`config.mk`:
```
export PLATFORM = sky130hd
export DESIGN_NAME = corr_block
export DESIGN_NICKNAME = d
export VERILOG_FILES = /design/src/corr_pkg.sv /design/src/corr_block.sv /design/src/vis_readback.sv /design/src/vis_bank_ram.sv /design/src/vis_correlator.sv
export SDC_FILE = /design/constraint.sdc
export NUM_CORES = 1
export LEC_CHECK = 0
export BUFFER_PORTS_ARGS = -buffer_cell sky130_fd_sc_hd__clkbuf_2
export CELL_PAD_IN_SITES_DETAIL_PLACEMENT = 2
export CELL_PAD_IN_SITES_GLOBAL_PLACEMENT = 2
export CORE_MARGIN = 2
export CORE_UTILIZATION = 49
export CTS_BUF_LIST = sky130_fd_sc_hd__clkbuf_2
export DETAILED_ROUTE_END_ITERATION = 10
export PLACE_DENSITY_LB_ADDON = 0.1
export SYNTH_ARGS = -nofsm -noshare
export SYNTH_HDL_FRONTEND = slang
export SYNTH_SLANG_ARGS = --single-unit
```
`constraint.sdc`:
```
create_clock -name sram_ck_i -period 6.5 [get_ports sram_ck_i]
set_input_delay 1.3 -clock sram_ck_i [delete_from_list [all_inputs] [get_ports sram_ck_i]]
set_output_delay 1.3 -clock sram_ck_i [all_outputs]
set_load 0.1 [all_outputs]
```
`src/corr_pkg.sv`:
```
package corr_pkg;

   // --------------------
   // Antenna pair encoding
   // --------------------
   localparam int ANT_W  = 3;           // Antenna index bits, up to 8 antennas
   localparam int PAIR_W = 2 * ANT_W;   // One table entry, {a, b}

   typedef logic [ANT_W-1:0] ant_idx_t; // Antenna index

   // --------------------
   // Default block setup
   // --------------------
   localparam int ACCUM_DEF  = 16;      // Accumulator width
   localparam int NANT_DEF   = 8;       // Antennas on the sample bus
   localparam int NPAIRS_DEF = 4;       // Pairs per block, power of two

   // Entry k sits at bits [PAIR_W*k +: PAIR_W]
   // Antenna a in the upper three bits, antenna b in the lower three
   localparam logic [PAIR_W*NPAIRS_DEF-1:0] PAIRS_DEF = {
      6'o64,   // Pair 3: (6,4)
      6'o15,   // Pair 2: (1,5)
      6'o23,   // Pair 1: (2,3)
      6'o01    // Pair 0: (0,1)
   };

   // --------------------
   // Dump sequencer
   // --------------------
   // Idle while accumulating, write while copying snapshots into the bank
   typedef enum logic {
      DUMP_IDLE  = 1'b0,   // Waiting for a bank switch
      DUMP_WRITE = 1'b1    // One snapshot per cycle to the memory
   } dump_state_e;

   // Derived widths are worked out in each module
   //   pair index   : log2 of the pair count
   //   bus address  : pair index plus component bit
   //   memory word  : real and imaginary side by side

endpackage
```
`src/corr_block.sv`:
```
`timescale 1ns/1ps

module corr_block import corr_pkg::*; #(
   parameter int                        ACCUM  = ACCUM_DEF,  // Accumulator width
   parameter int                        NANT   = NANT_DEF,   // Antennas on the bus
   parameter int                        NPAIRS = NPAIRS_DEF, // Power of two, at least 2
   parameter logic [PAIR_W*NPAIRS-1:0]  PAIRS  = PAIRS_DEF   // Pair table
) (
   input  logic                      sram_ck_i,
   input  logic                      rst_n_i,
   // Antenna samples
   input  logic                      sw_i,       // Bank switch strobe
   input  logic                      en_i,       // Samples valid
   input  logic [NANT-1:0]           re_i,
   input  logic [NANT-1:0]           im_i,
   // Read-back bus
   input  logic                      sram_ce_i,
   input  logic [$clog2(NPAIRS):0]   sram_ad_i,  // {pair, component}
   output logic [ACCUM-1:0]          sram_do_o,
   // Status
   output logic                      vis_rdy_o,  // Bank complete pulse
   output logic                      busy_o      // Dump running
);

   localparam int PW = $clog2(NPAIRS);
   localparam int AW = PW + 1;          // Bus address width
   localparam int WW = 2 * ACCUM;       // Memory word

   logic          wr_en;
   logic [PW-1:0] wr_pair;
   logic [WW-1:0] wr_data;
   logic          wr_bank;
   logic [WW-1:0] rd_data;
   logic          comp_sel;             // Address LSB
   logic [PW-1:0] rd_pair;              // Upper address bits

   // --------------------
   // Bus address split
   // --------------------
   assign comp_sel = sram_ad_i[0];
   assign rd_pair  = sram_ad_i[AW-1:1];

   // Producer, accumulates and dumps on switch
   vis_correlator #(
      .ACCUM  (ACCUM),
      .NANT   (NANT),
      .NPAIRS (NPAIRS),
      .PAIRS  (PAIRS)
   ) u_corr (
      .sram_ck_i (sram_ck_i),
      .rst_n_i   (rst_n_i),
      .sw_i      (sw_i),
      .en_i      (en_i),
      .re_i      (re_i),
      .im_i      (im_i),
      .wr_en_o   (wr_en),
      .wr_pair_o (wr_pair),
      .wr_data_o (wr_data),
      .wr_bank_o (wr_bank),
      .vis_rdy_o (vis_rdy_o),
      .busy_o    (busy_o)
   );

   // Two-bank visibility store
   vis_bank_ram #(
      .ACCUM  (ACCUM),
      .NPAIRS (NPAIRS)
   ) u_ram (
      .sram_ck_i (sram_ck_i),
      .wr_en_i   (wr_en),
      .wr_bank_i (wr_bank),
      .wr_pair_i (wr_pair),
      .wr_data_i (wr_data),
      .rd_en_i   (sram_ce_i),   // Strobe feeds both read stages
      .rd_pair_i (rd_pair),
      .rd_data_o (rd_data)
   );

   // Component mux onto the bus
   vis_readback #(
      .ACCUM (ACCUM)
   ) u_rdbk (
      .sram_ck_i (sram_ck_i),
      .rst_n_i   (rst_n_i),
      .ce_i      (sram_ce_i),
      .sel_i     (comp_sel),
      .rd_data_i (rd_data),
      .sram_do_o (sram_do_o)
   );

endmodule

```
`src/vis_readback.sv`:
```
`timescale 1ns/1ps

module vis_readback import corr_pkg::*; #(
   parameter int ACCUM = ACCUM_DEF        // Component width
) (
   input  logic               sram_ck_i,
   input  logic               rst_n_i,
   input  logic               ce_i,       // Read strobe
   input  logic               sel_i,      // 0 real, 1 imaginary
   input  logic [2*ACCUM-1:0] rd_data_i,  // Word from the bank memory
   output logic [ACCUM-1:0]   sram_do_o   // Bus read data
);

   typedef logic [ACCUM-1:0] acc_t;

   logic ce_q;                            // Strobe, aligned to rd_data_i
   logic sel_q;                           // Component, aligned too
   acc_t comp_re;
   acc_t comp_im;
   acc_t comp_mux;

   // --------------------
   // Split the word
   // --------------------
   assign comp_re  = rd_data_i[2*ACCUM-1:ACCUM];   // Upper half
   assign comp_im  = rd_data_i[ACCUM-1:0];         // Lower half
   assign comp_mux = sel_q ? comp_im : comp_re;

   // --------------------
   // Output register
   // --------------------
   always_ff @(posedge sram_ck_i or negedge rst_n_i) begin
      if (!rst_n_i) begin
         ce_q      <= 1'b0;
         sel_q     <= 1'b0;
         sram_do_o <= '0;
      end else begin
         // Memory takes one edge, so delay the controls by one
         ce_q  <= ce_i;
         sel_q <= sel_i;
         if (ce_q) begin
            sram_do_o <= comp_mux;   // Second stage of the read
         end
      end
   end

   // Without a strobe the bus keeps its last value
   // even while the address moves

endmodule

```
`src/vis_bank_ram.sv`:
```
`timescale 1ns/1ps

module vis_bank_ram import corr_pkg::*; #(
   parameter int ACCUM  = ACCUM_DEF,    // Component width
   parameter int NPAIRS = NPAIRS_DEF    // Entries per bank
) (
   input  logic                      sram_ck_i,
   // Write side, from the correlator
   input  logic                      wr_en_i,
   input  logic                      wr_bank_i,   // Bank being filled
   input  logic [$clog2(NPAIRS)-1:0] wr_pair_i,
   input  logic [2*ACCUM-1:0]        wr_data_i,
   // Read side, from the bus
   input  logic                      rd_en_i,
   input  logic [$clog2(NPAIRS)-1:0] rd_pair_i,
   output logic [2*ACCUM-1:0]        rd_data_o    // Registered word
);

   localparam int PW    = $clog2(NPAIRS);
   localparam int WW    = 2 * ACCUM;
   localparam int DEPTH = 2 * NPAIRS;   // Both banks

   typedef logic [WW-1:0] vis_word_t;   // {re, im}
   typedef logic [PW:0]   ram_addr_t;   // {bank, pair}

   vis_word_t mem [DEPTH];

   ram_addr_t wr_addr;
   ram_addr_t rd_addr;

   // --------------------
   // Address map
   // --------------------
   // Bank bit on top, pair index below
   assign wr_addr = {wr_bank_i, wr_pair_i};
   // Bus always sees the bank that is not accumulating
   assign rd_addr = {~wr_bank_i, rd_pair_i};

   // --------------------
   // Write port
   // --------------------
   always_ff @(posedge sram_ck_i) begin
      if (wr_en_i) begin
         mem[wr_addr] <= wr_data_i;
      end
   end

   // --------------------
   // Read port
   // --------------------
   // One register stage, word held while idle
   always_ff @(posedge sram_ck_i) begin
      if (rd_en_i) begin
         rd_data_o <= mem[rd_addr];
      end
   end

   // Bank flip and last write never share an edge
   // so a read never lands in a half-written bank

endmodule

```
`src/vis_correlator.sv`:
```
`timescale 1ns/1ps

module vis_correlator import corr_pkg::*; #(
   parameter int                        ACCUM  = ACCUM_DEF,  // Accumulator width
   parameter int                        NANT   = NANT_DEF,   // Sample bus width
   parameter int                        NPAIRS = NPAIRS_DEF, // Correlated pairs
   parameter logic [PAIR_W*NPAIRS-1:0]  PAIRS  = PAIRS_DEF   // Pair table
) (
   input  logic                         sram_ck_i,
   input  logic                         rst_n_i,
   // Antenna side
   input  logic                         sw_i,       // Close the period
   input  logic                         en_i,       // Samples valid
   input  logic [NANT-1:0]              re_i,       // Sign of real part
   input  logic [NANT-1:0]              im_i,       // Sign of imaginary part
   // Bank memory write port
   output logic                         wr_en_o,
   output logic [$clog2(NPAIRS)-1:0]    wr_pair_o,
   output logic [2*ACCUM-1:0]           wr_data_o,  // {re, im}
   output logic                         wr_bank_o,  // Bank now accumulating
   // Status
   output logic                         vis_rdy_o,  // Bank complete
   output logic                         busy_o      // Dump running
);

   localparam int PW = $clog2(NPAIRS);
   localparam int WW = 2 * ACCUM;

   typedef logic [ACCUM-1:0] acc_t;    // One visibility component

   dump_state_e   state_q;
   logic [PW-1:0] pair_q;              // Entry being written
   logic          busy_q;
   logic          flip_q;              // Last write done, flip next edge
   logic          rdy_q;
   logic          bank_q;
   logic          snap_go;             // Accepted bank switch
   logic [WW-1:0] vis_w [NPAIRS];      // Snapshot words, one per pair

   // Switch only counts while no dump is pending
   assign snap_go = sw_i && !busy_q;

   // --------------------
   // Per-pair accumulators
   // --------------------
   for (genvar k = 0; k < NPAIRS; k++) begin : g_pair
      // Unpack the table entry
      localparam ant_idx_t ANT_A = PAIRS[k*PAIR_W+ANT_W +: ANT_W];
      localparam ant_idx_t ANT_B = PAIRS[k*PAIR_W +: ANT_W];

      logic [1:0] re_inc;              // 0, 1 or 2 per sample
      logic [1:0] im_inc;
      acc_t       acc_re;
      acc_t       acc_im;
      acc_t       snap_re;             // Value at the switch
      acc_t       snap_im;

      // Real part counts agreements of like components
      assign re_inc = {1'b0, re_i[ANT_A] ~^ re_i[ANT_B]}
                    + {1'b0, im_i[ANT_A] ~^ im_i[ANT_B]};
      // Imaginary part, cross terms with one sign flipped
      assign im_inc = {1'b0, im_i[ANT_A] ~^ re_i[ANT_B]}
                    + {1'b0, re_i[ANT_A] ^ im_i[ANT_B]};

      always_ff @(posedge sram_ck_i or negedge rst_n_i) begin
         if (!rst_n_i) begin
            acc_re <= '0;
            acc_im <= '0;
         end else if (snap_go) begin
            // Sample at the switch opens the new period
            acc_re <= en_i ? acc_t'(re_inc) : '0;
            acc_im <= en_i ? acc_t'(im_inc) : '0;
         end else if (en_i) begin
            acc_re <= acc_re + acc_t'(re_inc);   // Wraps mod 2**ACCUM
            acc_im <= acc_im + acc_t'(im_inc);
         end
      end

      // Closing values held for the dump
      always_ff @(posedge sram_ck_i) begin
         if (snap_go) begin
            snap_re <= acc_re;
            snap_im <= acc_im;
         end
      end

      assign vis_w[k] = {snap_re, snap_im};    // Real in upper half
   end

   // --------------------
   // Dump sequencer
   // --------------------
   always_ff @(posedge sram_ck_i or negedge rst_n_i) begin
      if (!rst_n_i) begin
         state_q <= DUMP_IDLE;
         pair_q  <= '0;
         busy_q  <= 1'b0;
         flip_q  <= 1'b0;
         rdy_q   <= 1'b0;
         bank_q  <= 1'b0;
      end else begin
         flip_q <= 1'b0;               // Both are single-cycle
         rdy_q  <= 1'b0;
         case (state_q)
            DUMP_IDLE: begin
               if (snap_go) begin
                  state_q <= DUMP_WRITE;
                  pair_q  <= '0;
                  busy_q  <= 1'b1;
               end
            end
            DUMP_WRITE: begin
               pair_q <= pair_q + 1'b1;   // Wraps back to 0 after the last
               if (pair_q == PW'(NPAIRS - 1)) begin
                  state_q <= DUMP_IDLE;
                  flip_q  <= 1'b1;
               end
            end
            default: state_q <= DUMP_IDLE;
         endcase
         // One cycle after the last write, hand the bank over
         if (flip_q) begin
            bank_q <= ~bank_q;
            rdy_q  <= 1'b1;
            busy_q <= 1'b0;
         end
      end
   end

   // Write port, one entry per cycle in WRITE
   assign wr_en_o   = (state_q == DUMP_WRITE);
   assign wr_pair_o = pair_q;
   assign wr_data_o = vis_w[pair_q];
   assign wr_bank_o = bank_q;

   assign vis_rdy_o = rdy_q;
   assign busy_o    = busy_q;

endmodule

```
After elaboration in Yosys (flattened, before gate mapping)
Memories as Yosys holds them, arrays and structs flattened. A register that Yosys moved wholly into a read port is not among the register bits.
Cells that the tools add are included.
{"block": "classes", "n_addsub": 17, "order_cmp": 1, "n_eq_ne": 3, "muxes": 41, "bitwise": 19, "n_reduce_logical": 5}
{"operator": "16-bit two-way mux", "count": 17}
{"operator": "16-bit by 2-bit adder with 16-bit output", "count": 8}
{"operator": "32-bit binary-select mux with 2-bit select", "count": 1}
{"operator": "32-bit two-way mux", "count": 2}
{"operator": "2-bit two-way mux", "count": 9}
{"operator": "1-bit by 1-bit adder with 2-bit output", "count": 8}
{"operator": "1-bit XNOR", "count": 12}
{"operator": "1-bit two-way mux", "count": 10}
{"operator": "2-bit case mux with 2 select lines", "count": 1}
{"operator": "2-bit nonzero test", "count": 2}
{"operator": "1-bit bitwise XOR", "count": 4}
{"operator": "3-bit greater-or-equal comparator, second input constant", "count": 1}
{"operator": "2-bit NOT with 3-bit output", "count": 1}
{"operator": "2-bit by 1-bit adder with 2-bit output, second input constant", "count": 1}
{"operator": "2-bit equality test, second input constant", "count": 1}
{"operator": "2-bit by 1-bit inequality test with 1-bit output, second input constant", "count": 1}
{"operator": "2-bit inequality test, second input constant", "count": 1}
{"operator": "1-bit NOT", "count": 2}
{"operator": "1-bit case mux with 2 select lines", "count": 1}
{"operator": "2-bit AND reduction", "count": 1}
{"operator": "1-bit logical AND", "count": 1}
{"operator": "1-bit zero test", "count": 1}
{"block": "totals", "register_bits": 281, "mem_bits_rw": 256, "out_inout_bits": 18, "mem_count": 1}
{"name": "u_ram.mem", "depth": 8, "word_bits": 32, "read_ports": 1, "rd_clocked_by_memory_dff": 1, "wr": 1, "line_no": "vis_bank_ram.sv:26", "rtl": "vis_word_t mem [DEPTH];"}

Depth between registers and ports, before layout
Gate-level depths: netlist of the first run.
{"block": "depth", "ltp_word": 5, "depth_mapped": 9, "depth_no_buf": 8}

By module
From an unflattened synthesis of the first run, not the netlist that was laid out.
{"block": "hier_totals", "cells_unflattened": 1415, "hier_area_um2": 23501.3}
{"mod": "vis_correlator", "n_inst": 1, "cells_per_inst": 928, "area_each_um2": 11920.2, "seq_area_each_um2": 7221.9}
{"mod": "vis_bank_ram", "n_inst": 1, "cells_per_inst": 416, "area_each_um2": 10785.3, "seq_area_each_um2": 8648.3}
{"mod": "vis_readback", "n_inst": 1, "cells_per_inst": 71, "area_each_um2": 795.8, "seq_area_each_um2": 450.4}

Worst setup path after synthesis of the first run
No wires, ideal clock.
{"block": "synth_timing", "kind": "input to register", "start": "input sw_i", "end": "register u_corr.g_pair[0].snap_im[0], enable pin", "setup_time_ps": 542, "t_arrival_ps": 5733, "path_slack_ps": 224, "path_stages": 6, "path_buffers": 4, "path_cell_list": "nand2b_1 > clkbuf_1 > inv_1 > buf_2 > clkbuf_1 > clkbuf_1"}
{"block": "synth_between", "elab_chain_len": 1}
{"item": "start, declared", "line_no": "corr_block.sv:12", "rtl": "input logic sw_i,"}
{"item": "1-bit logical AND", "line_no": "vis_correlator.sv:41", "rtl": "assign snap_go = sw_i && !busy_q;"}
{"item": "via u_corr.snap_go", "line_no": "vis_correlator.sv:37", "rtl": "logic snap_go;"}
{"item": "end signal, assigned", "line_no": "vis_correlator.sv:83", "rtl": "snap_im <= acc_im;"}
{"item": "end, declared", "line_no": "vis_correlator.sv:56", "rtl": "acc_t snap_im;"}
The timed path passes the listed nets, and every way through them passes these cells.
A chain may end at the register's enable or synchronous reset.

Final worst setup path of the first run
{"block": "layout_timing", "start": "register u_rdbk.sram_do_o[8]", "end": "output sram_do_o[8]"}
{"item": "start, declared", "line_no": "vis_readback.sv:11", "rtl": "output logic [ACCUM-1:0] sram_do_o"}
{"item": "start signal, assigned", "line_no": "vis_readback.sv:42", "rtl": "sram_do_o <= comp_mux;"}
{"item": "end, declared", "line_no": "corr_block.sv:19", "rtl": "output logic [ACCUM-1:0] sram_do_o,"}
No word-level cell between the ends.

==> results of run 1 <==
## power groups by stage
stage	logic [W]	clock network [W]	registers [W]
floorplan	0.00149	0	0.00567
finish	0.00259	0.00255	0.00566
global route	0.00277	0.00282	0.00573
CTS	0.00261	0.00264	0.00566
global placement	0.00237	0	0.00558
detailed placement	0.00257	0	0.00572
## flip-flops by register name (all words and copies together), names as in the netlist, 2 cells and up
name / cells
u_corr.g_pair.acc_im: 64
u_corr.g_pair.acc_re: 64
u_ram.rd_data_o: 32
u_ram.mem: 256
u_corr.g_pair.snap_im: 64
u_rdbk.sram_do_o: 16
u_corr.wr_pair_o: 2
u_corr.g_pair.snap_re: 64
## cell usage after synthesis (all sizes together) (9+ instances only)
cell type  instances  area (sq um)
ha                25         312.8
edfxtp           416         12490
nand3             32         165.2
and3              10         62.56
nand2             93         349.1
mux2i             20         200.2
mux4              96          2162
nor4              18         118.9
xnor2             52         455.4
or3               20         125.1
buf               26         120.1
nand4             33         219.0
mux2              48         540.5
o21ai             40         200.2
dfrtp            153          3829
clkbuf            36         135.1
a21oi             53         265.3
nand2b             9         56.30
nor2             109         409.1
xor2              38         332.8
nor3              23         115.1
## tightest hold or removal path, delay by kind of cell
| kind | cells | cell delay (ns) |
|---|---|---|
| compound gates | 1 | 0.06 |
| simple gates | 1 | 0.08 |
| buf+inv | 1 | 0.11 |
## kinds of logic after synthesis
| family | Yosys count | share of synthesized area [%] |
|---|---|---|
| AO/OA/AOI/OAI | 115 | 2.755 |
| XOR/XNOR | 90 | 3.389 |
| flip-flops | 569 | 70.18 |
| multiplexers | 164 | 12.48 |
| buffers and inverters | 70 | 1.227 |
| adder cells (fa/ha/maj) | 33 | 2.034 |
| AND/OR/NAND/NOR | 374 | 7.936 |
## cells in the final DEF, fill, tap and decap left out, drive strengths merged, types with 4 or more instances in the layout
cell / synthesis / final
xnor2: 52 / 52
nand4: 33 / 33
a21oi: 53 / 53
clkbuf: 36 / 273
a31oi: 4 / 4
xor2: 38 / 38
clkinv: 0 / 28
diode: 0 / 5
mux2i: 20 / 20
and3: 10 / 10
dfrtp: 153 / 153
nand3: 32 / 32
and4: 8 / 8
nor3: 23 / 23
ha: 25 / 25
nor2: 109 / 109
edfxtp: 416 / 416
inv: 8 / 14
o31ai: 5 / 5
mux2: 48 / 48
or3: 20 / 20
fa: 8 / 8
nand2b: 9 / 9
nand2: 93 / 93
mux4: 96 / 96
or4: 6 / 6
nor4: 18 / 18
buf: 26 / 21
o21ai: 40 / 40
## final cells by class
class                   instances  share of cell area [%]
multi-input cells             776                   26.24
well taps                     607                   2.971
diodes                          5                 0.04894
repair buffers                 60                   1.434
flip-flops and latches        569                   63.85
inverters                       8                  0.1468
clock inverters                37                  0.6901
clock buffers                 236                   4.620
## routing by layer
metal  vias up  share of wire (%)  track usage [%]
met4         0                2.6            10.81
met2       458                 50            45.78
met1      7202                 42            36.45
li1       5826                  -                -
met3       106                5.4            6.308
met5         -                  0                0
## through the flow
stage | setup WS (ns) | area [sq um]
2_1_floorplan | 0.2243 | 23260
3_3_place_gp | 2.738 | 24170
3_5_place_dp | 2.661 | 24170
4_1_cts | 2.787 | 25550
5_1_grt | 2.822 | 25560
6_report | 2.968 | 25560
## worst paths after layout
path | slack [ns] | start | end | cells past startpoint
worst max-delay path | 2.97 | u_rdbk.sram_do_o[8] | sram_do_o[8] | 1
worst max register to register | 3.56 | u_corr.wr_pair_o[1] | u_ram.mem[6][23] | 3
worst min register to register | 0.46 | u_corr.g_pair[2].acc_im[15] | u_corr.g_pair[2].snap_im[15] | 0
max in group asynchronous | 4.65 | rst_n_i | u_corr.wr_pair_o[0] | 3
min in group asynchronous | 0.54 | rst_n_i | u_corr.g_pair[0].acc_im[15] | 2
worst min-delay path | 0.33 | sw_i | u_corr.busy_o | 3
==> impl_metrics.toml, run 1 <==
[job]
drv_cap = 0

[grt]
grt_pass1_wl_microns = 100100
grt_use_total_pct = 27.87
antenna_found_initial = 3
grt_pass1_vias = 15390
gr-total-overflow = 0
grt_max_degree = 169

[placed_design]
dpl.hpwl_microns = 39510
dp_cells = 2018
gp_congestion = 0.7424
port_buffers = 39

[cts]
cts_made_buffers = 149
htree_levels = 4
clk_pin_slew_ns = 0.12
cts_tree = "built"
cts.sinks = 569
cts_setup_buffers = 0
cts_root_buf = "clkbuf_2"
clk_latency_ns = 1.32
cts_resized = 0
cts.path.max_buffers = 3
cts-hold-fix-buffers = 2

[routing]
wl_per_cell_microns = 28.65
wl_microns = 65830
avgViaCountPerCell = 5.915
firstDrtPassIters = 5
ant_nets = 0
vias = 13590
drt_iter0_markers = 1069
route.detailed.drc = 0

[sta]
drv_slew = 0
max_freq_mhz = 283.1
final-setup-viol-count = 0
worstMarginPinSlew_ns = 1.103
layout_min_cycle_time_ns = 3.532
setup_tns_ns = 0
whs_ns = 0.3329
rsz0062_at_grt = "false"
hold_viol_final = 0
finClkSkew_ns = 0.09411
period_share_pct = 54.34
slew-limit-headroom_pct = 26.46

[pwr]
seq_power_share_pct = 52.4
powerDensity_nw_per_um2 = 422.6
finalPower_w = 0.01080
p_leak_nw = 9.474
switching_share_pct = 35.58
p_comb_share_pct = 24.0
switchingPower_w = 0.003843
clkPwrFrac_pct = 23.6
internal_power_w = 0.006959
ir_worst_vdd_mv = 0.5582

[critical_path]
cp_max_fo = 2
arrival_ns = 2.23
crit_chain = "clkbuf_2"
cpPeakStageDelay_ns = 0.49
crit_family = "buffers and inverters"
slowest_stage = "clkbuf_2"
worstSetupStartpointType = "flop"
crit_type = "reg -> out"
critPathCaptureType = "primary output"
cp.required_ns = 5.20
cp.buffers_inverters = 1

[floorplanning]
fp.coreArea_sq_um = 46650
io-pin-count = 42
die_w_microns = 221.9
dieArea_sq_um = 49220
die_y_microns = 221.9
rows = 79
start_util_pct = 49.85

[synth]
avgSynthCellArea_sq_um = 16.44
synth.distinct_cells = 47
syn_area_sq_um = 23260
async_reset_ff_share_pct = 26.89
synth_top_flop_cell = "edfxtp_1"
syn_nets = 1472
yosys_warnings = 0
yosysSeqAreaShare_pct = 70.18
ys_ff_latch = 569
synth_enable_flop_cells = 416
synthCells = 1415

[layout]
seqCellArea_sq_um = 16320
final_core_util_pct = 54.80
nets = 1621
fin_cells = 2298
area_growth_syn_to_layout_pct = 9.926
multi_input_area_sq_um = 6708
layout-drive-gt1-share_pct = 27.94
filler_cell_count = 4268

[status]
outcome = "complete, no violations"

[hold_path]
min_path_type = "in -> reg"
No activity file was read; power rests on OpenSTA's default activity.
==> run 2: changes to the inputs <==
Settings changed: CORE_UTILIZATION 49 to 45.
Clock period 6.5 ns to 3.1 ns, I/O delays scaled along.
==> run 2 against run 1 <==
- cell area rose by 3.2%
- worst setup slack got worse by 2.8 ns
- cell count rose by 5.4%
- largest cell class unchanged
==> impl_metrics.toml, run 2 (synthesis gave the netlist of run 1 again) <==
[status]
outcome = "complete, no violations"

[hold_path]
hold_start = "im_i[3]"
min_path_type = "in -> reg"

[floorplanning]
dieArea_sq_um = 53510
fp.coreArea_sq_um = 51200
die_y_microns = 231.3
die_w_microns = 231.3
start_util_pct = 45.42
rows = 83
io-pin-count = 42

[critical_path]
slowest_stage = "dlygate4sd3_1"
cp.required_ns = 4.25
startpoint = "re_i[6]"
cpPeakStageDelay_ns = 0.57
arrival_ns = 4.12
crit_type = "in -> reg"
cp_max_fo = 5
worstSetupStartpointType = "primary input"
critPathCaptureType = "flop"
ff2ff_setup_slack_ns = 0.93
cpMostUsedCell = "dlygate4sd3_1"
r2r-start = "u_corr.g_pair[0].acc_im[1]"
crit_chain = "dlygate4sd3_1 > clkbuf_2 > xnor2_1 > dlygate4sd3_1 > ha_1 > dlygate4sd3_1 > ha_1 > fa_1 > and3_1 > nand4_1 > xor2_1 > nor2_1"

[sta]
period_share_pct = 95.83
final-setup-viol-count = 0
rsz0062_at_grt = "false"
worstMarginPinSlew_ns = 1.060
setup_tns_ns = 0
finClkSkew_ns = 0.08417
hold_viol_final = 0
drv_slew = 0
layout_min_cycle_time_ns = 2.971
max_freq_mhz = 336.6
slew-limit-headroom_pct = 29.31

[routing]
firstDrtPassIters = 5
route.detailed.drc = 0
vias = 13420
drt_iter0_markers = 816
wl_per_cell_microns = 25.27
wl_microns = 61180
avgViaCountPerCell = 5.544
ant_nets = 0

[layout]
seqCellArea_sq_um = 16320
largest_reg_flops = 256
layout_common_cells = "edfxtp_1, clkbuf_2, dfrtp_1, nor2_1, mux4_2"
area_growth_syn_to_layout_pct = 13.40
final_common_cell = "edfxtp_1"
layout-drive-gt1-share_pct = 28.04
nets = 1675
multi_input_area_sq_um = 6725
filler_cell_count = 4737
regMostFlops = "u_ram.mem"
final_core_util_pct = 51.51

[job]
drv_cap = 0

[cts]
cts_tree = "built"
clk_latency_ns = 1.31
cts_root_buf = "clkbuf_2"
cts.path.max_buffers = 3
clk_pin_slew_ns = 0.10
cts.sinks = 569
cts_made_buffers = 149
htree_levels = 4

[grt]
grt_pass1_wl_microns = 94230
grt_use_total_pct = 23.94
gr-total-overflow = 0
antenna_found_initial = 3
grt_max_degree = 72
grt_pass1_vias = 15280

[placed_design]
dpl.hpwl_microns = 38650
port_buffers = 39
gp_congestion = 0.7641

[pwr]
ir_worst_vdd_mv = 0.4429
p_leak_nw = 9.767
powerDensity_nw_per_um2 = 857.1
-- run 2: final cells by class --
type | instances | share of cell area [%]
inverter | 8 | 0.1423
timing repair buffer | 114 | 4.037
clock inverter | 43 | 0.8540
tap | 680 | 3.226
sequential | 569 | 61.89
multi-input combinational | 776 | 25.50
clock buffer | 227 | 4.308
antenna | 4 | 0.03795
-- run 2: layer usage --
metal	global-route usage (%)	share of wire, %	vias up
met1	31.70	44	7112
met3	5.118	3.9	79
met4	7.782	1.6	0
met5	0	0	-
met2	39.61	51	286
li1	-	-	5944
-- run 2: timing repair --
action	in CTS	in global routing
endpoints found under the hold margin	194	0
setup buffers	0	0
hold buffers	32	0
gates resized for setup	0	1
endpoints found under the setup margin	0	1
-- run 2: metrics by stage --
| stage | cells | power, W | worst slack, ns | hold slack (ns) | area (sq um) |
|---|---|---|---|---|---|
| floorplan | 1415 | 0.01495 | 0.1580 | 0.3244 | 23280 |
| global placement | 2115 | 0.01699 | 0.1666 | 0.4523 | 24660 |
| detailed placement | 2115 | 0.01752 | 0.1132 | 0.4547 | 24660 |
| CTS | 2417 | 0.02290 | 0.1624 | 0.01051 | 26360 |
| global route | 2421 | 0.02381 | 0.09771 | 0.1091 | 26370 |
| finish | 2421 | 0.02260 | 0.1292 | 0.1772 | 26370 |
-- run 2: where the power goes --
part           internal [W]  leakage (nW)  switching [W]  total, W
sequential           0.0108          5.95       0.000955    0.0117
combinational       0.00192          2.77        0.00369   0.00560
clock               0.00211          1.05        0.00314   0.00525
total                0.0148          9.77        0.00778    0.0226
-- run 2: worst max-delay path: cells and delay by family --
kind | cells | cell delay [ns]
xor gates and xnor gates | 2 | 0.29
and+or+nand+nor | 3 | 0.44
buffers and inverters | 4 | 1.82
adders and majority gates | 3 | 0.95
-- run 2: path summary, 6_finish.rpt --
check,to,depth (start not counted)
worst max-delay path,u_corr.g_pair[3].acc_re[6],12
worst min-delay path,u_corr.g_pair[1].acc_im[0],6
worst max register to register,u_corr.g_pair[0].acc_im[11],5
worst min register to register,u_corr.g_pair[2].snap_re[15],0
max in group asynchronous,u_corr.g_pair[0].acc_im[3],4
min in group asynchronous,u_corr.wr_bank_o,4
